## config.mk

```make
export PLATFORM = sky130hd
export DESIGN_NAME = mac_group_flat
export DESIGN_NICKNAME = d
export VERILOG_FILES = /design/src/layer_pkg.sv /design/src/layer_ctrl_if.sv /design/src/mac_group.sv /design/src/flat_wrapper.sv
export VERILOG_INCLUDE_DIRS = /design/src
export SDC_FILE = /design/constraint.sdc
export NUM_CORES = 2
export LEC_CHECK = 0
export BUFFER_PORTS_ARGS = -buffer_cell sky130_fd_sc_hd__buf_2
export CAP_MARGIN = 20
export CORE_ASPECT_RATIO = 0.7
export CORE_MARGIN = 1
export CORE_UTILIZATION = 57
export CTS_BUF_LIST = sky130_fd_sc_hd__clkbuf_8
export DETAILED_ROUTE_END_ITERATION = 12
export PLACE_DENSITY = 0.78
export SYNTH_ARGS = -nofsm -noshare
export SYNTH_HDL_FRONTEND = slang
export SYNTH_SLANG_ARGS = --single-unit
```

## constraint.sdc

```tcl
create_clock -name clk -period 8 [get_ports clk]
set_input_delay 1.2 -clock clk [delete_from_list [all_inputs] [get_ports clk]]
set_output_delay 1.2 -clock clk [all_outputs]
set_load 0.01 [all_outputs]
```

## src/layer_defs.svh

```systemverilog
`ifndef LAYER_DEFS_SVH
`define LAYER_DEFS_SVH

// output channels and pixels per image beat
`define LAYER_DEPTH_NB          4
`define LAYER_GROUP_NB          4

// signed data widths
`define LAYER_IMG_WIDTH         16
`define LAYER_KER_WIDTH         16
`define LAYER_NUM_WIDTH         (`LAYER_IMG_WIDTH + `LAYER_KER_WIDTH + 1)

// cfg bus
`define LAYER_CFG_DWIDTH        32
`define LAYER_CFG_AWIDTH        5
`define LAYER_CFG_ADDR          2

// pool and shift fields of the layer register are one byte each
`define LAYER_CFG_BYPASS_BIT    16
`define LAYER_CFG_POOL_LSB      8
`define LAYER_CFG_SHIFT_LSB     0
`define LAYER_CFG_FIELD_W       8

`endif

```

## src/layer_pkg.sv

```systemverilog
package layer_pkg;

`include "layer_defs.svh"

    // accumulator word, wide enough for one full product plus sign
    typedef logic signed [`LAYER_NUM_WIDTH-1:0] num_t;

    typedef logic signed [`LAYER_IMG_WIDTH-1:0] pix_t;
    typedef logic signed [`LAYER_KER_WIDTH-1:0] ker_t;

    // accumulation side
    typedef enum logic [1:0] {
        UP_RESET,
        UP_READY,
        UP_DONE,
        UP_CLEAR
    } up_state_t;

    // post-operation side
    typedef enum logic [2:0] {
        DN_RESET,
        DN_READY,
        DN_ADD,
        DN_POOL,
        DN_OPS,
        DN_CLEAR
    } dn_state_t;

endpackage

```

## src/layer_ctrl_if.sv

```systemverilog
`timescale 1ns/10ps

`include "layer_defs.svh"

interface layer_ctrl_if;

    logic                           mac_clear;
    logic                           mac_en;
    logic                           sum_load;
    logic                           pool_first;
    logic                           pool_en;
    logic                           bypass;
    logic [`LAYER_CFG_FIELD_W-1:0]  shift;

    modport ctrl (
        output mac_clear, mac_en, sum_load, pool_first, pool_en, bypass, shift
    );

    modport lane (
        input  mac_clear, mac_en, sum_load, pool_first, pool_en, bypass, shift
    );

endinterface

```

## src/mac_group.sv

```systemverilog
`timescale 1ns/10ps

`include "layer_defs.svh"

module mac_group (
    input  logic                                    clk,
    input  layer_pkg::pix_t [`LAYER_GROUP_NB-1:0]   pixels,
    input  layer_pkg::ker_t [`LAYER_GROUP_NB-1:0]   kernels,
    layer_ctrl_if.lane                              lane,
    output layer_pkg::num_t [`LAYER_GROUP_NB-1:0]   acc
);
    import layer_pkg::*;

    num_t [`LAYER_GROUP_NB-1:0] prod;
    logic                       add_en;

    // product register stage
    always_ff @(posedge clk) begin
        if (lane.mac_en) begin
            for (int i = 0; i < `LAYER_GROUP_NB; i++) begin
                prod[i] <= pixels[i] * kernels[i];
            end
        end
    end

    // add follows the product by one cycle
    always_ff @(posedge clk) begin
        if (lane.mac_clear) begin
            add_en <= 1'b0;
        end else begin
            add_en <= lane.mac_en;
        end
    end

    always_ff @(posedge clk) begin
        for (int i = 0; i < `LAYER_GROUP_NB; i++) begin
            if (lane.mac_clear) begin
                acc[i] <= '0;
            end else if (add_en) begin
                acc[i] <= acc[i] + prod[i];
            end
        end
    end

endmodule

```

## src/flat_wrapper.sv

```systemverilog
// flat-port wrapper written by rule: the top's interface ports become plain ports
module mac_group_flat import layer_pkg::*;
  (clk, pixels, kernels, acc, lane_mac_clear, lane_mac_en, lane_sum_load, lane_pool_first, lane_pool_en, lane_bypass, lane_shift);
  layer_ctrl_if lane_i ();
  input  logic clk;
  input  layer_pkg::pix_t [`LAYER_GROUP_NB-1:0] pixels;
  input  layer_pkg::ker_t [`LAYER_GROUP_NB-1:0] kernels;
  output layer_pkg::num_t [`LAYER_GROUP_NB-1:0] acc;
  input wire logic [$bits(lane_i.mac_clear)-1:0] lane_mac_clear;
  input wire logic [$bits(lane_i.mac_en)-1:0] lane_mac_en;
  input wire logic [$bits(lane_i.sum_load)-1:0] lane_sum_load;
  input wire logic [$bits(lane_i.pool_first)-1:0] lane_pool_first;
  input wire logic [$bits(lane_i.pool_en)-1:0] lane_pool_en;
  input wire logic [$bits(lane_i.bypass)-1:0] lane_bypass;
  input wire logic [$bits(lane_i.shift)-1:0] lane_shift;
  assign lane_i.mac_clear = lane_mac_clear;
  assign lane_i.mac_en = lane_mac_en;
  assign lane_i.sum_load = lane_sum_load;
  assign lane_i.pool_first = lane_pool_first;
  assign lane_i.pool_en = lane_pool_en;
  assign lane_i.bypass = lane_bypass;
  assign lane_i.shift = lane_shift;
  mac_group u_core (.clk(clk), .pixels(pixels), .kernels(kernels), .lane(lane_i), .acc(acc));
endmodule
```

==> metrics <==
postcts setup bufs 0; fin crit period 6.89 ns; Fill cells 7,839; first-pass GRT wire length 217,000 um; DPL Wire Length 108,000 um; largest net degree at the start of global routing 84; Die W 370 um; sequential element share of the synthesized area 12.0%; starting density of the core 57.5%; vias in the first global route 41,100; P&R area growth vs syn 6.26%; Hold WC Path Type flop to flop; Rows 94; unrepaired setup endpoints after global routing no; layout net count 7,580; Post-synth EDFFs 128; fin util 61.1%; clk_lat worst skew 0.62 ns; Final Skew 0.0372 ns; gpl congestion 0.904; area of the multi-input gates 0.0424 mm2; number of antenna violations at the first check in global routing 0; Cell Count, Final, Fillers Out 7,214; Startpoint Class primary input; PortBufs 262; top_reg_cell synth dfxtp_1; placed insts 7,129; Slew Viols, Final 0; Ports 275; total track usage 28.2%; relative slew slack 38.6%; Post-Syn Area per Cell 9.35 um2; register area 0.00651 mm2; via count 39,800; Crit Path Category primary input to flop; CP max FO 16; n_diodes 0; run status complete, no violations; Setup-failing EPs final 0; initial DRC count 2,901; commonest non-fill, non-tap cell in the layout inv_1; total die area 0.0961 mm2; fraction of synthesis flops using an asynchronous set or reset pin 0%; Hold-fix buffers, CTS 0; CTS Buf Count 46; critical path data required time 8.35 ns; maxcap violations 0; CTS tree built; Routed Wire Length 131,000 um; gr ovfl total 0; H-tree levels 2; CTS clk-pin slew, worst paths 0.06 ns; Worst Tran Pin Value 0.922 ns; Mapped Area 0.0541 mm2; layout cells sized above 1 6.59%; fmax 145 MHz; Max Buffers Root-to-Sink 3; flops & latches, synth 261; Residual DRC 0; clock sinks 261; CP Capture Type flop; First-pass DRT Iterations 6; CORE AREA 0.0940 mm2; Clk Tree Root Cell clkbuf_8; Yosys warning total 0; Mapped Cells 5,781; TNS Setup 0 ns; Post-Syn Nets 7,432; Yosys cell types 95; WL/cell 18.1 um; Die H 260 um; final hold viol count 0; DR vias/cell 5.51; commonest non-fill, non-tap cells in the layout 1,211 x inv_1, 1,052 x fa_1, 596 x nand2_1, 497 x and2_1, 456 x ha_1; Post-CTS Resized 0; crit path DAT 7.23 ns; part of the cycle the worst path needs 86.1%; post-route ant nets 0
cell families (layout without fill, tap and decap cells):
group,count (synthesis),in the layout,synth area share (%)
AOI/OAI and AO/OA,678,678,8.58
buffers and inverters,1381,1566,9.60
DFF,261,261,12.0
xor gates and xnor gates,225,225,3.64
and+or+nand+nor,1642,1642,15.0
adders and majority gates,1508,1508,49.5
muxes,86,86,1.61
layout make-up:
type,count,area share (%)
flip-flops and latches,261,11.3
inverters,1201,7.85
multi-input cells,4139,73.8
well taps,1248,2.72
clock inverters,36,0.645
clock buffers,49,1.17
repair buffers,280,2.54
through the flow:
stage	setup WS (ns)	hold slack [ns]	area (um2)
after floorplan	0.983	0.499	54100
after global placement	0.594	0.472	56400
after detailed placement	0.565	0.491	56400
after CTS	1.21	0.501	57500
after global routing	0.740	0.518	57500
final	1.11	0.498	57500
final timing paths:
kind / startpoint / to / slack [ns] / cells past startpoint
min reg2reg: u_core.acc[48]$_SDFFE_PP0P_ / u_core.acc[48]$_SDFFE_PP0P_ / 0.50 / 2
max reg2reg: u_core.acc[0]$_SDFFE_PP0P_ / u_core.acc[30]$_SDFFE_PP0P_ / 4.57 / 13
max: kernels[4] / u_core.prod[31]$_DFFE_PP_ / 1.11 / 21
min: u_core.acc[48]$_SDFFE_PP0P_ / u_core.acc[48]$_SDFFE_PP0P_ / 0.50 / 2
worst max-delay path, cell delays in order:
cell and delay (ns):
buf_2 0.31, nand2_1 0.23, fa_1 0.57, inv_1 0.07, fa_1 0.74, inv_1 0.16
fa_1 0.50, inv_1 0.05, fa_1 0.55, fa_1 0.43, fa_1 0.44, ha_1 0.35
inv_1 0.13, o21bai_1 0.08, a21oi_1 0.26, inv_1 0.13, a2111oi_0 0.38, buf_4 0.21
o31a_1 0.16, o21ai_0 0.12, xnor2_1 0.15
Yosys cell counts (26+ instances only):
cell | number | area (um2)
inv_1 | 1199 | 4500
fa_1 | 1052 | 21100
nand3_1 | 42 | 210
nand2b_1 | 48 | 300
a21oi_1 | 190 | 951
nand2_1 | 596 | 2240
dfxtp_1 | 133 | 2660
a21o_1 | 124 | 931
a31oi_1 | 27 | 169
edfxtp_1 | 128 | 3840
o21ai_0 | 82 | 410
and2_1 | 497 | 3110
a211oi_1 | 26 | 195
o21a_1 | 28 | 210
nor3_1 | 48 | 240
nor2_1 | 258 | 968
xnor2_1 | 165 | 1450
ha_1 | 456 | 5710
o21bai_1 | 43 | 323
and3_1 | 36 | 225
clkbuf_1 | 170 | 638
xor2_1 | 60 | 526
mux2i_1 | 83 | 831
registers in the layout (all words and copies together), names as in the netlist:
signal         count
u_core.add_en      1
u_core.acc       132
u_core.prod      128
routing by layer:
layer	GRT usage (%)	vias up	wire [um]
met4	6.71	0	3010
met5	0	-	0
li1	-	18300	-
met2	42.4	1473	56500
met3	6.19	182	12100
met1	41.7	19800	58900
Power is not shown: default switching activity piles up to over one toggle a cycle in this logic, so the estimate is an artifact.
