[src/layer_defs.svh]
`ifndef LAYER_DEFS_SVH
`define LAYER_DEFS_SVH

// output channels and pixels per image beat
`define LAYER_DEPTH_NB          4
`define LAYER_GROUP_NB          4

// signed data widths
`define LAYER_IMG_WIDTH         16
`define LAYER_KER_WIDTH         16
`define LAYER_NUM_WIDTH         (`LAYER_IMG_WIDTH + `LAYER_KER_WIDTH + 1)

// cfg bus
`define LAYER_CFG_DWIDTH        32
`define LAYER_CFG_AWIDTH        5
`define LAYER_CFG_ADDR          2

// pool and shift fields of the layer register are one byte each
`define LAYER_CFG_BYPASS_BIT    16
`define LAYER_CFG_POOL_LSB      8
`define LAYER_CFG_SHIFT_LSB     0
`define LAYER_CFG_FIELD_W       8

`endif

[src/layer_pkg.sv]
package layer_pkg;

`include "layer_defs.svh"

    // accumulator word, wide enough for one full product plus sign
    typedef logic signed [`LAYER_NUM_WIDTH-1:0] num_t;

    typedef logic signed [`LAYER_IMG_WIDTH-1:0] pix_t;
    typedef logic signed [`LAYER_KER_WIDTH-1:0] ker_t;

    // accumulation side
    typedef enum logic [1:0] {
        UP_RESET,
        UP_READY,
        UP_DONE,
        UP_CLEAR
    } up_state_t;

    // post-operation side
    typedef enum logic [2:0] {
        DN_RESET,
        DN_READY,
        DN_ADD,
        DN_POOL,
        DN_OPS,
        DN_CLEAR
    } dn_state_t;

endpackage

[src/layer_ctrl_if.sv]
`timescale 1ns/10ps

`include "layer_defs.svh"

interface layer_ctrl_if;

    logic                           mac_clear;
    logic                           mac_en;
    logic                           sum_load;
    logic                           pool_first;
    logic                           pool_en;
    logic                           bypass;
    logic [`LAYER_CFG_FIELD_W-1:0]  shift;

    modport ctrl (
        output mac_clear, mac_en, sum_load, pool_first, pool_en, bypass, shift
    );

    modport lane (
        input  mac_clear, mac_en, sum_load, pool_first, pool_en, bypass, shift
    );

endinterface

[src/activation.sv]
`timescale 1ns/10ps

`include "layer_defs.svh"

module activation (
    input  logic                clk,
    input  layer_pkg::num_t     pooled,
    input  layer_pkg::ker_t     bias,
    layer_ctrl_if.lane          lane,
    output layer_pkg::pix_t     pixel
);
    import layer_pkg::*;

    localparam num_t pix_max = (2 ** (`LAYER_IMG_WIDTH - 1)) - 1;
    localparam num_t pix_min = -(2 ** (`LAYER_IMG_WIDTH - 1));

    ker_t   bias_q;
    num_t   biased;
    num_t   rectified;
    num_t   shifted;

    // held from the last handover while the next frame accumulates
    always_ff @(posedge clk) begin
        if (lane.sum_load) begin
            bias_q <= bias;
        end
    end

    always_ff @(posedge clk) begin
        biased <= pooled + num_t'(bias_q);
    end

    always_ff @(posedge clk) begin
        rectified <= (!lane.bypass && (biased < 0)) ? '0 : biased;
    end

    assign shifted = rectified >>> lane.shift;

    // clamp to the signed pixel range
    always_ff @(posedge clk) begin
        if (shifted > pix_max) begin
            pixel <= pix_max[`LAYER_IMG_WIDTH-1:0];
        end else if (shifted < pix_min) begin
            pixel <= pix_min[`LAYER_IMG_WIDTH-1:0];
        end else begin
            pixel <= shifted[`LAYER_IMG_WIDTH-1:0];
        end
    end

endmodule

[src/flat_wrapper.sv]
// flat-port wrapper written by rule: the top's interface ports become plain ports
module activation_flat import layer_pkg::*;
  (clk, pooled, bias, pixel, lane_mac_clear, lane_mac_en, lane_sum_load, lane_pool_first, lane_pool_en, lane_bypass, lane_shift);
  layer_ctrl_if lane_i ();
  input  logic clk;
  input  layer_pkg::num_t pooled;
  input  layer_pkg::ker_t bias;
  output layer_pkg::pix_t pixel;
  input wire logic [$bits(lane_i.mac_clear)-1:0] lane_mac_clear;
  input wire logic [$bits(lane_i.mac_en)-1:0] lane_mac_en;
  input wire logic [$bits(lane_i.sum_load)-1:0] lane_sum_load;
  input wire logic [$bits(lane_i.pool_first)-1:0] lane_pool_first;
  input wire logic [$bits(lane_i.pool_en)-1:0] lane_pool_en;
  input wire logic [$bits(lane_i.bypass)-1:0] lane_bypass;
  input wire logic [$bits(lane_i.shift)-1:0] lane_shift;
  assign lane_i.mac_clear = lane_mac_clear;
  assign lane_i.mac_en = lane_mac_en;
  assign lane_i.sum_load = lane_sum_load;
  assign lane_i.pool_first = lane_pool_first;
  assign lane_i.pool_en = lane_pool_en;
  assign lane_i.bypass = lane_bypass;
  assign lane_i.shift = lane_shift;
  activation u_core (.clk(clk), .pooled(pooled), .bias(bias), .lane(lane_i), .pixel(pixel));
endmodule
[config.mk]
export PLATFORM = sky130hd
export DESIGN_NAME = activation_flat
export DESIGN_NICKNAME = d
export VERILOG_FILES = /design/src/layer_pkg.sv /design/src/layer_ctrl_if.sv /design/src/activation.sv /design/src/flat_wrapper.sv
export VERILOG_INCLUDE_DIRS = /design/src
export SDC_FILE = /design/constraint.sdc
export NUM_CORES = 1
export LEC_CHECK = 0
export BUFFER_PORTS_ARGS = -buffer_cell sky130_fd_sc_hd__buf_2
export CORE_MARGIN = 4
export CORE_UTILIZATION = 45
export CTS_CLUSTER_DIAMETER = 150
export CTS_CLUSTER_SIZE = 10
export DETAILED_ROUTE_END_ITERATION = 6
export PLACE_DENSITY = 0.66
export SYNTH_ARGS = -nofsm -noshare
export SYNTH_HDL_FRONTEND = slang
export SYNTH_SLANG_ARGS = --single-unit
[constraint.sdc]
create_clock -name clk -period 3.95 [get_ports clk]
set_input_delay 0.79 -clock clk [delete_from_list [all_inputs] [get_ports clk]]
set_output_delay 0.79 -clock clk [all_outputs]
set_load 0.02 [all_outputs]
==> impl_metrics.env <==
export IMPL_status="completed"
export IMPL_fp_row_count=44
export IMPL_grt_pass1_wl_um=27970
export IMPL_hold_buffers=0
export IMPL_critical_path_required_ps=4170
export IMPL_mostFrequentLayoutCell="dfxtp_1"
export IMPL_grt_remaining_overflow=0
export IMPL_post_dp_hpwl_um=13380
export IMPL_worstHoldEndpoint="u_core.rectified[20]$_SDFF_PP0_"
export IMPL_num_io_pins=80
export IMPL_worst_setup_hold_path_clk_slew_ps=70
export IMPL_placed_area_um2=7267
export IMPL_postCtsResizedCells=0
export IMPL_hp_start="u_core.biased[20]$_DFF_P_"
export IMPL_finish_instance_area_um2=7592
export IMPL_finalHoldViolCount=0
export IMPL_fin_hold_ws_ps=416.7
export IMPL_endpoint_kind="flop"
export IMPL_syn_to_final_growth_pct=14.92
export IMPL_crit_type="in2reg"
export IMPL_globalplace_congestion=0.9562
export IMPL_postSynth_asyncResetShare=0
export IMPL_cts_root_buf="clkbuf_16"
export IMPL_fp_dieH_um=129.2
export IMPL_core_um2=14480
export IMPL_netlist_instances=735
export IMPL_p_comb_frac=0.355
export IMPL_hold_depth=1
export IMPL_start_util=0.4563
export IMPL_dr_total_vias=5837
export IMPL_fin_tns_setup_ps=0
export IMPL_ys_ff_latch=98
export IMPL_ys_dominant_reg_cell="dfxtp_1"
export IMPL_fin_skew_ps=10.43
export IMPL_seq_power_share=0.384
export IMPL_worstMarginPinSlew_ps=779.1
export IMPL_finalSetupViolations=0
export IMPL_cp_start_kind="input pin"
export IMPL_wire_per_inst_um=16.94
export IMPL_nNetsFinal=917
export IMPL_diodes=0
export IMPL_drt_iter0_markers=317
export IMPL_p_clk_frac=0.261
export IMPL_wl_met2_um=8344
export IMPL_r2r_start="u_core.bias_q[15]$_DFFE_PP_"
export IMPL_synthesis_nets=832
export IMPL_die_w_um=129.2
export IMPL_max_freq_mhz=294.0
export IMPL_r2r_cells=10
export IMPL_htreeDepth=3
export IMPL_multiInputGateArea_um2=4156
export IMPL_final_cell_mix="82 x dfxtp_1, 75 x buf_2, 62 x a21oi_1, 57 x nor2_1, 52 x nand2_1"
export IMPL_rsz0062_at_grt="no"
export IMPL_hold_path_class="reg2reg"
export IMPL_syn_area_um2=6606
export IMPL_grt_usage=0.2064
export IMPL_slew_headroom=0.4806
export IMPL_yosysSeqAreaShare=0.3212
export IMPL_fin_crit_sh=0.8611
export IMPL_final_max_slew_viol_count=0
export IMPL_seq_area_um2=2122
export IMPL_tritoncts="built"
export IMPL_yosysWarnings=0
export IMPL_port_buffers=75
export IMPL_clock_sinks=98
export IMPL_post_cts_buffers=0
export IMPL_p_per_area_nw_per_um2=478.3
export IMPL_drive_gt1_frac=0.2206
export IMPL_internal_power_uw=2415
export IMPL_die_area_um2=16680
export IMPL_cts_buffer_depth=2
export IMPL_reg2reg_slack_ps=880
export IMPL_switching_share=0.3351
export IMPL_drt_pre_antenna_iters=4
export IMPL_grt_antenna_before_repair=0
export IMPL_critPathArrivalTime_ps=3620
export IMPL_maxCapViolCount=0
export IMPL_fillCellCount=1385
export IMPL_synth_distinct_cells=79
export IMPL_synth_edf_count=16
export IMPL_post_route_util=0.5244
export IMPL_fin_cells=1009
export IMPL_ir_drop_uv=205.4
export IMPL_wl_um=17100
export IMPL_p_leak_uw=0.003112
export IMPL_p_switching_uw=1217
export IMPL_placedCellCount=993
export IMPL_r2r_end="u_core.biased[31]$_DFF_P_"
export IMPL_first_global_vias=5757
export IMPL_m1WireLength_um=7528
export IMPL_insertion_delay_ps=350
export IMPL_highest_layer="met4"
export IMPL_cts_buffers=9
export IMPL_finalCriticalPeriod_ps=3401
export IMPL_drcViolationCount=0
export IMPL_syn_avg_cell_area_um2=8.988
export IMPL_wl_met3_um=830
export IMPL_vias_per_cell=5.785
export IMPL_worstPathMaxFanout=26
export IMPL_ant_nets=0
export IMPL_grt_max_degree=33
[per-stage QoR]
stage	total power (uW)	setup WS, ps
after floorplan	2322	854.7
after global placement	2669	274.3
final	3631	548.6
after detailed placement	2695	204.3
after global routing	3855	330.2
after CTS	3649	565.7
[state kept, by name (all words and copies together) (netlist names)]
register,count
u_core.biased,33
u_core.rectified,33
u_core.pixel,16
u_core.bias_q,16
[how the worst max path moves through the flow]
stage | from | to | slack, ps | cells past startpoint
6_report | lane_shift[0] | u_core.pixel[11]$_SDFF_PN1_ | 550 | 10
3_5_place_dp | lane_shift[0] | u_core.pixel[11]$_SDFF_PN1_ | 200 | 10
3_3_place_gp | lane_shift[0] | u_core.pixel[10]$_SDFF_PN1_ | 270 | 10
4_1_cts | lane_shift[0] | u_core.pixel[11]$_SDFF_PN1_ | 570 | 10
5_1_grt | lane_shift[0] | u_core.pixel[10]$_SDFF_PN1_ | 330 | 10
2_1_floorplan | lane_shift[1] | u_core.pixel[14]$_SDFF_PN1_ | 850 | 10
[area by class of cell]
type | instances | share of cell area
clock inverter | 6 | 0.01269
timing repair buffer | 111 | 0.08668
multi-input combinational | 574 | 0.5475
inverter | 26 | 0.01318
clock buffer | 10 | 0.03016
tap | 184 | 0.03032
sequential | 98 | 0.2795
[synth_stat cells, types with 3 or more instances]
cell type | n | area share
dfxtp_1 | 82 | 0.25
a21oi_1 | 62 | 0.047
nor2_1 | 57 | 0.032
nand2_1 | 52 | 0.030
o21ai_0 | 48 | 0.036
and2_1 | 38 | 0.036
ha_1 | 32 | 0.061
mux2i_1 | 28 | 0.042
inv_1 | 22 | 0.013
xnor2_1 | 22 | 0.029
clkbuf_1 | 19 | 0.011
mux4_2 | 17 | 0.058
edfxtp_1 | 16 | 0.073
mux2_2 | 14 | 0.024
o221ai_1 | 13 | 0.017
nand3_1 | 12 | 0.0091
o21a_1 | 12 | 0.014
a211oi_1 | 11 | 0.013
a31oi_1 | 11 | 0.010
a21o_1 | 9 | 0.010
nor4_1 | 8 | 0.0076
or2_2 | 8 | 0.0076
nor2b_1 | 7 | 0.0066
o21ai_1 | 7 | 0.0053
o22ai_1 | 7 | 0.0066
nor3_1 | 6 | 0.0045
buf_2 | 5 | 0.0038
buf_6 | 5 | 0.0085
o21bai_1 | 5 | 0.0057
o31ai_1 | 5 | 0.0057
xor2_1 | 5 | 0.0066
a211o_1 | 4 | 0.0053
a311oi_1 | 4 | 0.0053
a32oi_1 | 4 | 0.0053
buf_4 | 4 | 0.0045
nand4_1 | 4 | 0.0038
o211ai_1 | 4 | 0.0045
a221o_1 | 3 | 0.0045
a22oi_1 | 3 | 0.0034
clkbuf_8 | 3 | 0.0063
mux2_1 | 3 | 0.0051
nand2b_1 | 3 | 0.0028
nor3b_1 | 3 | 0.0034
o31a_1 | 3 | 0.0040
or3_1 | 3 | 0.0028
[logic make-up (layout without fill, tap and decap cells)]
family          Yosys count  in the layout  synth area share
compound gates          235            235            0.2337
xor+xnor                 27             27           0.03579
fa+ha+maj                33             33           0.06364
buf+inv                  63            153           0.04962
flops                    98             98            0.3212
mux                      62             62            0.1294
simple gates            217            217            0.1667
[power by group through the flow]
stage / sequential [uW] / clock, uW / combinational, uW
2_1_floorplan: 1440 / 0 / 880
3_3_place_gp: 1410 / 0 / 1260
3_5_place_dp: 1420 / 0 / 1280
4_1_cts: 1400 / 965 / 1290
5_1_grt: 1430 / 1010 / 1410
6_report: 1400 / 947 / 1290
[critical path, stage by stage]
cell and delay (ps):
buf_2 460, buf_4 270, mux4_2 510, mux2_2 300, o21a_1 230, mux2i_1 200
nand3_1 100, o31ai_1 240, a41o_2 400, o21ai_1 120
[layer usage]
| layer | GRT usage | up-vias |
|---|---|---|
| met5 | 0 | - |
| met4 | 0.07350 | 0 |
| met3 | 0.02885 | 32 |
| met2 | 0.3604 | 178 |
| met1 | 0.2606 | 2707 |
| li1 | - | 2920 |
Power figures use the tool's default switching activity.
