### config.mk
export PLATFORM = sky130hd
export DESIGN_NAME = sum_pool_flat
export DESIGN_NICKNAME = d
export VERILOG_FILES = /design/src/layer_pkg.sv /design/src/layer_ctrl_if.sv /design/src/sum_pool.sv /design/src/flat_wrapper.sv
export VERILOG_INCLUDE_DIRS = /design/src
export SDC_FILE = /design/constraint.sdc
export NUM_CORES = 1
export LEC_CHECK = 0
export BUFFER_PORTS_ARGS = -buffer_cell sky130_fd_sc_hd__buf_2
export CAP_MARGIN = 20
export CORE_ASPECT_RATIO = 0.7
export CORE_MARGIN = 4
export CORE_UTILIZATION = 40
export CTS_BUF_LIST = sky130_fd_sc_hd__clkbuf_8
export DETAILED_ROUTE_END_ITERATION = 7
export PLACE_DENSITY = 0.67
export SLEW_MARGIN = 0
export SYNTH_ARGS = -nofsm -noshare
export SYNTH_HDL_FRONTEND = slang
export SYNTH_SLANG_ARGS = --single-unit
export TNS_END_PERCENT = 20
### constraint.sdc
create_clock -name clk -period 4.72 [get_ports clk]
set_input_delay 0 -clock clk [delete_from_list [all_inputs] [get_ports clk]]
set_output_delay 0 -clock clk [all_outputs]
set_load 0.02 [all_outputs]
### src/layer_defs.svh
`ifndef LAYER_DEFS_SVH
`define LAYER_DEFS_SVH

// output channels and pixels per image beat
`define LAYER_DEPTH_NB          4
`define LAYER_GROUP_NB          4

// signed data widths
`define LAYER_IMG_WIDTH         16
`define LAYER_KER_WIDTH         16
`define LAYER_NUM_WIDTH         (`LAYER_IMG_WIDTH + `LAYER_KER_WIDTH + 1)

// cfg bus
`define LAYER_CFG_DWIDTH        32
`define LAYER_CFG_AWIDTH        5
`define LAYER_CFG_ADDR          2

// pool and shift fields of the layer register are one byte each
`define LAYER_CFG_BYPASS_BIT    16
`define LAYER_CFG_POOL_LSB      8
`define LAYER_CFG_SHIFT_LSB     0
`define LAYER_CFG_FIELD_W       8

`endif

### src/layer_pkg.sv
package layer_pkg;

`include "layer_defs.svh"

    // accumulator word, wide enough for one full product plus sign
    typedef logic signed [`LAYER_NUM_WIDTH-1:0] num_t;

    typedef logic signed [`LAYER_IMG_WIDTH-1:0] pix_t;
    typedef logic signed [`LAYER_KER_WIDTH-1:0] ker_t;

    // accumulation side
    typedef enum logic [1:0] {
        UP_RESET,
        UP_READY,
        UP_DONE,
        UP_CLEAR
    } up_state_t;

    // post-operation side
    typedef enum logic [2:0] {
        DN_RESET,
        DN_READY,
        DN_ADD,
        DN_POOL,
        DN_OPS,
        DN_CLEAR
    } dn_state_t;

endpackage

### src/layer_ctrl_if.sv
`timescale 1ns/10ps

`include "layer_defs.svh"

interface layer_ctrl_if;

    logic                           mac_clear;
    logic                           mac_en;
    logic                           sum_load;
    logic                           pool_first;
    logic                           pool_en;
    logic                           bypass;
    logic [`LAYER_CFG_FIELD_W-1:0]  shift;

    modport ctrl (
        output mac_clear, mac_en, sum_load, pool_first, pool_en, bypass, shift
    );

    modport lane (
        input  mac_clear, mac_en, sum_load, pool_first, pool_en, bypass, shift
    );

endinterface

### src/sum_pool.sv
`timescale 1ns/10ps

`include "layer_defs.svh"

module sum_pool (
    input  logic                                    clk,
    input  layer_pkg::num_t [`LAYER_GROUP_NB-1:0]   acc,
    layer_ctrl_if.lane                              lane,
    output layer_pkg::num_t                         pooled
);
    import layer_pkg::*;

    num_t   sum_nx;
    num_t   sum;

    // adder tree over the group lanes
    always_comb begin
        sum_nx = '0;
        for (int i = 0; i < `LAYER_GROUP_NB; i++) begin
            sum_nx = sum_nx + acc[i];
        end
    end

    // accumulators are cleared right after the handover, so latch them here
    always_ff @(posedge clk) begin
        if (lane.sum_load) begin
            sum <= sum_nx;
        end
    end

    // first frame of a window restarts the running maximum
    always_ff @(posedge clk) begin
        if (lane.pool_en) begin
            if (lane.pool_first || (sum > pooled)) begin
                pooled <= sum;
            end
        end
    end

endmodule

### src/flat_wrapper.sv
// flat-port wrapper written by rule: the top's interface ports become plain ports
module sum_pool_flat import layer_pkg::*;
  (clk, acc, pooled, lane_mac_clear, lane_mac_en, lane_sum_load, lane_pool_first, lane_pool_en, lane_bypass, lane_shift);
  layer_ctrl_if lane_i ();
  input  logic clk;
  input  layer_pkg::num_t [`LAYER_GROUP_NB-1:0] acc;
  output layer_pkg::num_t pooled;
  input wire logic [$bits(lane_i.mac_clear)-1:0] lane_mac_clear;
  input wire logic [$bits(lane_i.mac_en)-1:0] lane_mac_en;
  input wire logic [$bits(lane_i.sum_load)-1:0] lane_sum_load;
  input wire logic [$bits(lane_i.pool_first)-1:0] lane_pool_first;
  input wire logic [$bits(lane_i.pool_en)-1:0] lane_pool_en;
  input wire logic [$bits(lane_i.bypass)-1:0] lane_bypass;
  input wire logic [$bits(lane_i.shift)-1:0] lane_shift;
  assign lane_i.mac_clear = lane_mac_clear;
  assign lane_i.mac_en = lane_mac_en;
  assign lane_i.sum_load = lane_sum_load;
  assign lane_i.pool_first = lane_pool_first;
  assign lane_i.pool_en = lane_pool_en;
  assign lane_i.bypass = lane_bypass;
  assign lane_i.shift = lane_shift;
  sum_pool u_core (.clk(clk), .acc(acc), .lane(lane_i), .pooled(pooled));
endmodule
==> results.txt <==
Once placement completed, the tool counted placed cells totaling 1053. The depth of the most critical reg-to-reg path is 10. The worst hold path begins at acc[66]. Pin placement for this block handled 180 I/O pins. Across all register-to-register paths, the minimum setup slack is 1.31 ns.

The number of buffers added by the clock tree synthesis step came out at 9. Between clock sinks in the finished design, the worst skew comes to 0.004531 ns. The count of final hold-check violations was 0.

The shortest period the worst path allows is 3.586 ns. Buffers placed on the I/O ports in this run total 168. The number of sinks handled by clock tree synthesis is 66. The number of gates resized after cts came out at 0. The CTS tree is built.

The worst setup path category is primary input to register. Traced cell by cell, the critical path runs through buf_2 > inv_1 > fa_1 > inv_1 > fa_1 > ha_1 > fa_1 > a211oi_1 > nor3_1 > nand3b_1 > o21ai_1 > a31oi_1 > a21bo_2 > a211oi_1 > nor3_1. From left edge to right edge, the die measures 160.5 um. Routability-driven placement finished with a final weighted congestion of 0.8045.

The final critical path takes up 75.97% of the cycle. The number of inserted filler cells in the final layout came out at 1521. The leakage component of the power is 4.226 nW. In this design, the stage delay of the slowest critical-path cell is 0.53 ns. In the routed design, unresolved DRC markers number 0. The combinational power share is 56.8%.

Setup violations remaining at the end of the flow were counted as 0. The vias per cell came out at 4.505. The flip-flop and latch count after synthesis came out at 66. The max-slew headroom at the worst pin is 48.20%. The mean instance size in the synthesized netlist came out at 9.727 um2. The number of buffers and inverters on the critical path is 3. The vertical die dimension came out at 114.7 um. The clock power share came out at 12.7%. In the layout the commonest cells are sky130_fd_sc_hd__inv_1, sky130_fd_sc_hd__buf_2, sky130_fd_sc_hd__edfxtp_1. The maximum fanout count along the critical path is 4. The final-layout worst hold slack came out at 0.1335 ns. The switching power summed over all nets is 1.807 mW. The post-CTS clock slew at the launch and capture registers of the worst setup and hold paths is 0.07 ns.

Entering global routing, the biggest net connects 34 pins. Yosys printed 0 warnings. The clock reaches the later pin of the worst-skew pair after 0.35 ns.

For hold timing, the worst endpoint is u_core.sum[0]. The instance count of the mapped netlist came out at 669. The area enclosed by the die boundary came out at 18410 um2. The measured slew at the worst slew-check pin came out at 0.7770 ns. 0 antenna diodes ended up in the layout. The placed wire-length estimate came out at 11550 um. The setup total negative slack came out at 0 ns. The count of flip-flops with a built-in enable after synthesis came out at 66. The total overflow left after global routing is 0. The global-route wire length before repair came out at 22170 um. Of the total power, registers draw 30.4%. The area of the core region is 15740 um2.

The worst IR drop on VDD is 0.0002201 V. The initial antenna violation count was 0. STA classifies the critical path startpoint as a primary input. The cell family contributing the most delay on the critical path is adder cells. The starting DRC count in detailed routing is 253. The leading cell type in the layout, fill and taps excluded is sky130_fd_sc_hd__inv_1. Based on the critical path, the design can be clocked at up to 278.9 MHz.

The growth of design area from synthesis to finish came out at 20.42%. The wire length per cell after detailed routing came out at 12.50 um. The H-tree level count is 3. The non-filler instance count after layout is 1070. The number of rows created at floorplan is 38. The total wirelength of the detailed-routed design is 13370 um. Cell internal power was estimated by the tool at 2.366 mW.

The number of global-route vias before repair came out at 4675. In the synthesized netlist the dominant register cell turns out to be sky130_fd_sc_hd__edfxtp_1. The share of cells above drive strength 1 came out at 22.82%. The number of stages on the worst hold path is 3. Synthesis produced a netlist with a net count of 945. The overall track demand over capacity in global routing is 14.81%.

The remaining number of nets flagged by the antenna check after routing came out at 0. The class of the most critical hold timing path is primary input to register. The cell that appears most often on the critical path is sky130_fd_sc_hd__fa_1. The cell area after synthesis came out at 6507 um2. The data arrival time of the critical path came out at 3.68 ns. The count of unique library cells instantiated by Yosys is 49. The root cell of the clock tree is sky130_fd_sc_hd__clkbuf_8. The worst register-to-register path begins at u_core.sum[11]. The worst-path cell with the longest stage delay is sky130_fd_sc_hd__fa_1. The run finished with clean final reports. The count of hold-fix buffers inserted at cts came out at 1.

The fraction of registers with async set/reset came out at 0%. The total count of max-transition violations in the final report came out at 0. The ratio of total power to cell area is 532.6 nW/um2. The category of the worst setup path capture point is a register. Setup repair after global routing left no endpoint under its margin. The pre-antenna-repair detailed-routing pass consisted of 4 iterations. The buffer depth of the longest clock path is 2. The count of max-cap constraint violations came out at 0.

STA puts the critical path data required time at 4.81 ns. The endpoint of the worst register-to-register path is u_core.pooled[15]. The final net count is 1121. The number of setup buffers added after CTS came out at 0. The initial standard-cell utilization of the core came out at 41.35%. Detailed routing inserted a total of 4820 vias. In this run switching power makes up 43.31% of total power. Sequential elements use 30.46% of the synthesized area.
## worst max path at each step
stage	startpoint	end	cells past startpoint
global placement	acc[1]	u_core.sum[21]	15
CTS	acc[1]	u_core.sum[21]	15
detailed placement	acc[1]	u_core.sum[21]	15
global route	acc[1]	u_core.sum[21]	15
finish	acc[1]	u_core.sum[21]	15
floorplan	u_core.pooled[12]	u_core.pooled[0]	10
## metrics by stage
| step | power [mW] | worst slack, ns | utilization [%] | area, um2 |
|---|---|---|---|---|
| final | 4.174 | 1.134 | 49.79 | 7836 |
| after global routing | 4.582 | 0.9172 | 49.79 | 7836 |
| after CTS | 4.202 | 1.188 | 49.79 | 7836 |
| after detailed placement | 3.656 | 0.8246 | 48.29 | 7600 |
| after global placement | 3.611 | 0.8677 | 48.29 | 7600 |
| after floorplan | 2.966 | 0.8416 | - | 6507 |
## final cells by class
type / instances / area [um2] / share of cell area [%]
flip-flops and latches: 66 / 1982 / 25.29
clock buffers: 9 / 123.9 / 1.581
inverters: 220 / 825.8 / 10.54
clock inverters: 7 / 102.6 / 1.309
well taps: 220 / 275.3 / 3.513
repair buffers: 170 / 858.3 / 10.95
multi-input cells: 378 / 3669 / 46.81
## synthesized netlist by cell type (2+ instances only)
cell | count | share of area (%)
sky130_fd_sc_hd__a211oi_1 | 6 | 0.69
sky130_fd_sc_hd__a21o_1 | 23 | 2.7
sky130_fd_sc_hd__a21oi_1 | 34 | 2.6
sky130_fd_sc_hd__a311oi_1 | 3 | 0.40
sky130_fd_sc_hd__a31oi_1 | 7 | 0.67
sky130_fd_sc_hd__and3_1 | 7 | 0.67
sky130_fd_sc_hd__buf_2 | 2 | 0.15
sky130_fd_sc_hd__edfxtp_1 | 66 | 30
sky130_fd_sc_hd__fa_1 | 64 | 20
sky130_fd_sc_hd__ha_1 | 65 | 12
sky130_fd_sc_hd__inv_1 | 220 | 13
sky130_fd_sc_hd__nand2_1 | 27 | 1.6
sky130_fd_sc_hd__nand2b_1 | 2 | 0.19
sky130_fd_sc_hd__nand3_1 | 7 | 0.54
sky130_fd_sc_hd__nand4_1 | 12 | 1.2
sky130_fd_sc_hd__nor2_1 | 19 | 1.1
sky130_fd_sc_hd__nor2b_1 | 5 | 0.48
sky130_fd_sc_hd__nor3_1 | 9 | 0.69
sky130_fd_sc_hd__nor4_1 | 2 | 0.19
sky130_fd_sc_hd__o211ai_1 | 4 | 0.46
sky130_fd_sc_hd__o21ai_0 | 16 | 1.2
sky130_fd_sc_hd__o21ai_1 | 3 | 0.23
sky130_fd_sc_hd__o21bai_1 | 9 | 1.0
sky130_fd_sc_hd__o22ai_1 | 2 | 0.19
sky130_fd_sc_hd__o31a_1 | 2 | 0.27
sky130_fd_sc_hd__xnor2_1 | 22 | 3.0
sky130_fd_sc_hd__xor2_1 | 9 | 1.2
## power by group through the flow
stage	sequential, mW	combinational [mW]	clock, mW
after global routing	1.31	2.70	0.571
final	1.27	2.37	0.532
after global placement	1.27	2.34	0
after floorplan	1.42	1.54	0
after detailed placement	1.28	2.37	0
after CTS	1.27	2.39	0.543
## layer usage
metal	routed length (um)	track usage [%]	vias up
met3	785	3.311	6
met2	5389	21.24	129
met5	0	0	-
li1	-	-	2508
met1	7086	22.89	2177
met4	108	3.152	0
## flip-flops by register name, summed over array words and instances, names as in the netlist
signal / count
u_core.sum: 33
u_core.pooled: 33
## tightest hold or removal path, cell delays in order
cell	delay [ns]
sky130_fd_sc_hd__buf_2	0.08
sky130_fd_sc_hd__fa_1	0.15
sky130_fd_sc_hd__ha_1	0.13
## kinds of logic (layout without fill, tap and decap cells)
group | Yosys count | after routing | synth area share [%]
AO/OA/AOI/OAI | 122 | 122 | 12.57
XOR/XNOR | 31 | 31 | 4.172
adder cells (fa/ha/maj) | 129 | 129 | 32.19
buffers and inverters | 225 | 406 | 13.34
flip-flops | 66 | 66 | 30.46
multiplexers | 1 | 1 | 0.1538
AND/OR/NAND/NOR | 95 | 95 | 7.114
Power figures use the tool's default switching activity.
