--- src/layer_defs.svh ---
`ifndef LAYER_DEFS_SVH
`define LAYER_DEFS_SVH

// output channels and pixels per image beat
`define LAYER_DEPTH_NB          4
`define LAYER_GROUP_NB          4

// signed data widths
`define LAYER_IMG_WIDTH         16
`define LAYER_KER_WIDTH         16
`define LAYER_NUM_WIDTH         (`LAYER_IMG_WIDTH + `LAYER_KER_WIDTH + 1)

// cfg bus
`define LAYER_CFG_DWIDTH        32
`define LAYER_CFG_AWIDTH        5
`define LAYER_CFG_ADDR          2

// pool and shift fields of the layer register are one byte each
`define LAYER_CFG_BYPASS_BIT    16
`define LAYER_CFG_POOL_LSB      8
`define LAYER_CFG_SHIFT_LSB     0
`define LAYER_CFG_FIELD_W       8

`endif

--- src/layer_pkg.sv ---
package layer_pkg;

`include "layer_defs.svh"

    // accumulator word, wide enough for one full product plus sign
    typedef logic signed [`LAYER_NUM_WIDTH-1:0] num_t;

    typedef logic signed [`LAYER_IMG_WIDTH-1:0] pix_t;
    typedef logic signed [`LAYER_KER_WIDTH-1:0] ker_t;

    // accumulation side
    typedef enum logic [1:0] {
        UP_RESET,
        UP_READY,
        UP_DONE,
        UP_CLEAR
    } up_state_t;

    // post-operation side
    typedef enum logic [2:0] {
        DN_RESET,
        DN_READY,
        DN_ADD,
        DN_POOL,
        DN_OPS,
        DN_CLEAR
    } dn_state_t;

endpackage

--- src/layer_ctrl_if.sv ---
`timescale 1ns/10ps

`include "layer_defs.svh"

interface layer_ctrl_if;

    logic                           mac_clear;
    logic                           mac_en;
    logic                           sum_load;
    logic                           pool_first;
    logic                           pool_en;
    logic                           bypass;
    logic [`LAYER_CFG_FIELD_W-1:0]  shift;

    modport ctrl (
        output mac_clear, mac_en, sum_load, pool_first, pool_en, bypass, shift
    );

    modport lane (
        input  mac_clear, mac_en, sum_load, pool_first, pool_en, bypass, shift
    );

endinterface

--- src/layer_ctrl.sv ---
`timescale 1ns/10ps

`include "layer_defs.svh"

module layer_ctrl (
    input  logic                            clk,
    input  logic                            rst,
    input  logic [`LAYER_CFG_DWIDTH-1:0]    cfg_data,
    input  logic [`LAYER_CFG_AWIDTH-1:0]    cfg_addr,
    input  logic                            cfg_valid,
    input  logic                            image_val,
    input  logic                            image_last,
    input  logic                            result_rdy,
    output logic                            image_rdy,
    output logic                            kernel_rdy,
    output logic                            result_val,
    output logic                            out_load,
    layer_ctrl_if.ctrl                      ctrl
);
    import layer_pkg::*;

    up_state_t                      up_state;
    up_state_t                      up_state_nx;
    dn_state_t                      dn_state;
    dn_state_t                      dn_state_nx;
    logic [`LAYER_CFG_FIELD_W-1:0]  pool_nb;
    logic [`LAYER_CFG_FIELD_W-1:0]  pool_cnt;
    logic                           image_xfer;
    logic                           handover;
    logic                           pool_done;
    logic                           last_1p;
    logic                           mac_dly_1p;
    logic                           mac_dly_2p;
    logic                           mac_done;
    logic                           add_valid;
    logic                           ops_dly_1p;
    logic                           ops_dly_2p;

    always_ff @(posedge clk) begin
        if (rst) begin
            ctrl.bypass <= 1'b0;
            pool_nb     <= '0;
            ctrl.shift  <= '0;
        end else if (cfg_valid && (cfg_addr == `LAYER_CFG_ADDR)) begin
            ctrl.bypass <= cfg_data[`LAYER_CFG_BYPASS_BIT];
            pool_nb     <= cfg_data[`LAYER_CFG_POOL_LSB +: `LAYER_CFG_FIELD_W];
            ctrl.shift  <= cfg_data[`LAYER_CFG_SHIFT_LSB +: `LAYER_CFG_FIELD_W];
        end
    end

    assign image_xfer = image_val && image_rdy;
    assign handover   = (up_state == UP_CLEAR) && (dn_state == DN_READY);
    assign pool_done  = (dn_state == DN_POOL) && (pool_cnt >= pool_nb);

    // kernel request and the mac latency chain behind the last beat
    always_ff @(posedge clk) begin
        if (rst) begin
            kernel_rdy <= 1'b0;
            last_1p    <= 1'b0;
            mac_dly_1p <= 1'b0;
            mac_dly_2p <= 1'b0;
            mac_done   <= 1'b0;
        end else begin
            kernel_rdy <= image_xfer;
            last_1p    <= image_xfer && image_last;
            mac_dly_1p <= last_1p;
            mac_dly_2p <= mac_dly_1p;
            mac_done   <= mac_dly_2p;
        end
    end

    // sum, then pool, then three activation stages before the result load
    always_ff @(posedge clk) begin
        if (rst) begin
            add_valid  <= 1'b0;
            ops_dly_1p <= 1'b0;
            ops_dly_2p <= 1'b0;
            out_load   <= 1'b0;
        end else begin
            add_valid  <= handover;
            ops_dly_1p <= pool_done;
            ops_dly_2p <= ops_dly_1p;
            out_load   <= ops_dly_2p;
        end
    end

    // frames pooled so far in the current window
    always_ff @(posedge clk) begin
        if (rst || (dn_state == DN_RESET)) begin
            pool_cnt <= '0;
        end else if (dn_state == DN_POOL) begin
            pool_cnt <= pool_done ? '0 : pool_cnt + 1'b1;
        end
    end

    always_ff @(posedge clk) begin
        if (rst) begin
            up_state <= UP_RESET;
            dn_state <= DN_RESET;
        end else begin
            up_state <= up_state_nx;
            dn_state <= dn_state_nx;
        end
    end

    always_comb begin
        up_state_nx = up_state;
        case (up_state)
            UP_RESET: up_state_nx = UP_READY;
            UP_READY: if (image_val && image_last) up_state_nx = UP_DONE;
            UP_DONE:  if (mac_done) up_state_nx = UP_CLEAR;
            UP_CLEAR: if (dn_state == DN_READY) up_state_nx = UP_RESET;
            default:  up_state_nx = UP_RESET;
        endcase
    end

    always_comb begin
        dn_state_nx = dn_state;
        case (dn_state)
            DN_RESET: dn_state_nx = DN_READY;
            DN_READY: if (up_state == UP_CLEAR) dn_state_nx = DN_ADD;
            DN_ADD:   if (add_valid) dn_state_nx = DN_POOL;
            DN_POOL:  dn_state_nx = pool_done ? DN_OPS : DN_READY;
            DN_OPS:   if (out_load) dn_state_nx = DN_CLEAR;
            DN_CLEAR: if (result_rdy) dn_state_nx = DN_RESET;
            default:  dn_state_nx = DN_RESET;
        endcase
    end

    assign image_rdy       = (up_state == UP_READY);
    assign result_val      = (dn_state == DN_CLEAR);

    assign ctrl.mac_clear  = (up_state == UP_RESET);
    assign ctrl.mac_en     = kernel_rdy;
    assign ctrl.sum_load   = handover;
    assign ctrl.pool_en    = add_valid;
    assign ctrl.pool_first = (pool_cnt == '0);

endmodule

--- src/flat_wrapper.sv ---
// flat-port wrapper written by rule: the top's interface ports become plain ports
module layer_ctrl_flat import layer_pkg::*;
  (clk, rst, cfg_data, cfg_addr, cfg_valid, image_val, image_last, result_rdy, image_rdy, kernel_rdy, result_val, out_load, ctrl_mac_clear, ctrl_mac_en, ctrl_sum_load, ctrl_pool_first, ctrl_pool_en, ctrl_bypass, ctrl_shift);
  layer_ctrl_if ctrl_i ();
  input  logic clk;
  input  logic rst;
  input  logic [`LAYER_CFG_DWIDTH-1:0] cfg_data;
  input  logic [`LAYER_CFG_AWIDTH-1:0] cfg_addr;
  input  logic cfg_valid;
  input  logic image_val;
  input  logic image_last;
  input  logic result_rdy;
  output logic image_rdy;
  output logic kernel_rdy;
  output logic result_val;
  output logic out_load;
  output wire logic [$bits(ctrl_i.mac_clear)-1:0] ctrl_mac_clear;
  output wire logic [$bits(ctrl_i.mac_en)-1:0] ctrl_mac_en;
  output wire logic [$bits(ctrl_i.sum_load)-1:0] ctrl_sum_load;
  output wire logic [$bits(ctrl_i.pool_first)-1:0] ctrl_pool_first;
  output wire logic [$bits(ctrl_i.pool_en)-1:0] ctrl_pool_en;
  output wire logic [$bits(ctrl_i.bypass)-1:0] ctrl_bypass;
  output wire logic [$bits(ctrl_i.shift)-1:0] ctrl_shift;
  assign ctrl_mac_clear = ctrl_i.mac_clear;
  assign ctrl_mac_en = ctrl_i.mac_en;
  assign ctrl_sum_load = ctrl_i.sum_load;
  assign ctrl_pool_first = ctrl_i.pool_first;
  assign ctrl_pool_en = ctrl_i.pool_en;
  assign ctrl_bypass = ctrl_i.bypass;
  assign ctrl_shift = ctrl_i.shift;
  layer_ctrl u_core (.clk(clk), .rst(rst), .cfg_data(cfg_data), .cfg_addr(cfg_addr), .cfg_valid(cfg_valid), .image_val(image_val), .image_last(image_last), .result_rdy(result_rdy), .image_rdy(image_rdy), .kernel_rdy(kernel_rdy), .result_val(result_val), .out_load(out_load), .ctrl(ctrl_i));
endmodule
--- config.mk ---
export PLATFORM = sky130hd
export DESIGN_NAME = layer_ctrl_flat
export DESIGN_NICKNAME = d
export VERILOG_FILES = /design/src/layer_pkg.sv /design/src/layer_ctrl_if.sv /design/src/layer_ctrl.sv /design/src/flat_wrapper.sv
export VERILOG_INCLUDE_DIRS = /design/src
export SDC_FILE = /design/constraint.sdc
export NUM_CORES = 1
export LEC_CHECK = 0
export BUFFER_PORTS_ARGS = -buffer_cell sky130_fd_sc_hd__buf_2
export CAP_MARGIN = 15
export CELL_PAD_IN_SITES_DETAIL_PLACEMENT = 1
export CELL_PAD_IN_SITES_GLOBAL_PLACEMENT = 1
export CORE_MARGIN = 2
export CORE_UTILIZATION = 33
export DETAILED_ROUTE_END_ITERATION = 10
export PLACE_DENSITY_LB_ADDON = 0.1
export SYNTH_ARGS = -nofsm -noshare
export SYNTH_HDL_FRONTEND = slang
export SYNTH_SLANG_ARGS = --single-unit
export TNS_END_PERCENT = 30
--- constraint.sdc ---
create_clock -name clk -period 1.7 [get_ports clk]
set_input_delay 0.255 -clock clk [delete_from_list [all_inputs] [get_ports clk]]
set_output_delay 0.255 -clock clk [all_outputs]
set_load 0.02 [all_outputs]
==> results.ini <==
[global_routing]
grtUsageTotal_pct = 14.5
antenna_found_initial = 0
first_global_vias = 1567
grt_pass1_wl_mm = 6.99
grt-ovfl-total = 0
grt_max_degree = 29

[timing]
slew_viol_final = 0
finalHoldViolCount = 0
max_freq_mhz = 539
tns_ns = -0.384
fin_crit_ns = 1.86
slew-limit-headroom_pct = 76.8
timing.final.crit_share_pct = 109
setup_slack_ns = -0.156
worstMarginPinSlew_ns = 0.346
rsz0062_at_grt = true
setup_violations = 11
holdWs_ns = 0.185
fin_skew_ns = 0.00542

[setup_path]
start_kind = register
crit_fanout = 4
crit_chain = buf_4 > or4b_4 > nor4_4 > buf_4
max_stage_delay_ns = 0.52
cpMostUsedCell = buf_4
required_ns = 1.44
cp_slowest_cell = or4b_4
crit_start = u_core.pool_cnt[6]$_SDFFE_PP0P_
critical_path_class = register to primary output
end_kind = primary output
critPathTopFamily = simple AND/OR/NAND/NOR gates
cp.arrival_ns = 1.60
r2r_start = u_core.pool_cnt[6]$_SDFFE_PP0P_
critPathBufInv = 2

[detailed_routing]
first_iter_violations = 51
firstDrtPassIters = 4
wirelength_mm = 4.17
route.detailed.drc = 0
viasPerCell = 4.68
ant_nets = 0
wl_per_cell_microns = 12.6
vias = 1550

[clocking]
cts_buffers = 5
clkLatencyLatePin_ns = 0.29
clk_pin_slew_ns = 0.08
root_buffer = clkbuf_8
cts_max_level = 2
cts_tree = yes
clock_path_buffers = 2
clock-sinks = 39

[logic_synthesis]
seq_area_frac_synth_pct = 43.2
syn-num-nets = 252
avgSynthCellArea_sq_um = 9.27
syn-instance-count = 195
syn_area_sq_um = 1810
synthTopCellsByCount = 39 x dfxtp_1, 32 x nor2_1, 18 x mux2i_1
synthTopCellsByArea = dfxtp_1 43%, mux2i_1 10%, ha_1 9.7%, nor2_1 6.6%, inv_1 3.1%
ys_async_sr_fraction_pct = 0
synth_ff_type = dfxtp_1
ys_warn_count = 0
ys_seq_elements = 39
synth_most_common_cell = dfxtp_1
yosysTopAreaCellShare_pct = 43.2
synth_top_cell_by_area = dfxtp_1
synth-edff-count = 0
yosysUniqueCellTypes = 38

[layout]
drive_above_1_share_pct = 40.2
stdcell_area_sq_um = 2470
syn2layout_area_growth_pct = 37.0
fin_nets = 317
n_antenna_cell = 0

[place]
globalplace.congestion = 0.766
pre_cts_ws_ns = -0.0735
dp_hpwl_mm = 3.03
place.port_buffers = 45
place_area_sq_um = 2220

[floorplan]
fp.dieH_microns = 78.0
io_pins = 61
start_util_pct = 34.7
die_x_microns = 78.0
core_sq_um = 5200
dieArea_sq_um = 6080
num_rows = 26

[pwr]
pwr-share-clk_pct = 35.8
switching_share_pct = 28.1
finalPower_mw = 2.23
ir_drop_mv = 0.370
pwr-share-comb_pct = 19.6
pwr-share-seq_pct = 44.6
p_leak_nw = 1.21
internal_power_mw = 1.60
powerDensity_nw_per_um2 = 901
switching_power_uw = 627

[job]
maxCapViolCount = 0

[outcome]
status = complete, but fails checks
violations = negative setup slack

[worst_hold_path]
hold_path_class = primary input to register
hp-start = cfg_data[8]

## metal layers
| layer | vias to the layer above | track usage [%] | part of all wire (%) |
|---|---|---|---|
| met3 | 6 | 4.53 | 5.8 |
| met5 | - | 0 | 0 |
| li1 | 786 | - | - |
| met2 | 35 | 23.4 | 46 |
| met4 | 0 | 5.26 | 1.4 |
| met1 | 723 | 18.0 | 47 |
## layout by cell type (no fill, tap or decap), types with 2 or more instances in the layout
cell type  netlist  layout
nor3_1           4       4
clkbuf_8         0       5
a21oi_1          7       5
inv_2            0       2
and3_1           4       3
nor3b_1          2       2
nand3_1          3       2
dfxtp_2          0       9
buf_2            3      44
xor2_1           3       3
nand2_1          7       6
buf_4            2      23
nand4_1          3       3
nor2b_1          7       6
dfxtp_1         39      30
nor2_1          32      31
mux2i_1         18      18
inv_1           15      13
ha_1            14       9
and2_1           3       2
a21oi_2          0       2
a31oi_1          3       3
nand3b_1         2       2
xnor2_1          2       2
ha_4             0       4
## sequential cells by signal, indices dropped and copies added, names as in the netlist
register,count
u_core.up_state,2
u_core.out_load,1
u_core.mac_done,1
u_core.pool_cnt,8
u_core.ctrl.bypass,1
u_core.mac_dly_2p,1
u_core.ops_dly_2p,1
u_core.ctrl.shift,8
u_core.mac_dly_1p,1
u_core.ctrl.pool_en,1
u_core.dn_state,3
u_core.last_1p,1
u_core.pool_nb,8
u_core.ops_dly_1p,1
u_core.ctrl.mac_en,1
## stage by stage
step	utilization [%]	std cells
floorplan	-	195
global placement	42.6	319
detailed placement	42.6	319
CTS	46.1	329
global route	47.5	331
finish	47.5	331
## repair_timing
action                     CTS  global route
hold buffers                 0             0
setup buffers                2             2
resized for setup           15            14
setup endpoints to repair    9            15
cloned                       0             0
pin swaps                    4             7
## power groups by stage
stage,combinational (mW),clock [mW],sequential (mW)
after floorplan,0.287,0,1.01
after global placement,0.419,0,1.01
after detailed placement,0.427,0,1.01
after CTS,0.435,0.830,0.989
after global routing,0.485,0.871,1.01
final,0.436,0.798,0.995
## kinds of logic (layout without fill, tap and decap cells)
family          count (synthesis)  in the layout  share of synthesized area [%]
buf+inv                        25             91                           6.65
flops                          39             39                           43.2
compound gates                 20             20                           7.41
mux                            18             18                           9.97
fa+ha+maj                      14             14                           9.70
xor+xnor                        5              5                           2.42
simple gates                   74             74                           20.6
## final timing paths
kind | end | slack (ns) | cells after the start
max | ctrl_pool_first | -0.16 | 4
min | u_core.pool_nb[0]$_SDFFE_PP0P_ | 0.19 | 3
max reg2reg | u_core.dn_state[0]$_SDFFE_PP0P_ | -0.10 | 8
min reg2reg | u_core.mac_done$_SDFF_PP0_ | 0.44 | 1
## layout make-up
cell class / instances / area [sq um]
clock buffers: 5 / 68.8
well taps: 70 / 87.6
flip-flops and latches: 39 / 792
clock inverters: 3 / 47.5
multi-input cells: 131 / 1020
repair buffers: 68 / 404
inverters: 15 / 56.3
fillers: 624 / 2730
## worst register-to-register path: stages (launching register included)
cell and delay (ns):
dfxtp_2 0.33, buf_4 0.12, buf_6 0.11, ha_4 0.20, and3_4 0.15, a221o_1 0.38
nor2_2 0.15, nand2_1 0.10, a31oi_1 0.18
Power figures use the tool's default switching activity.
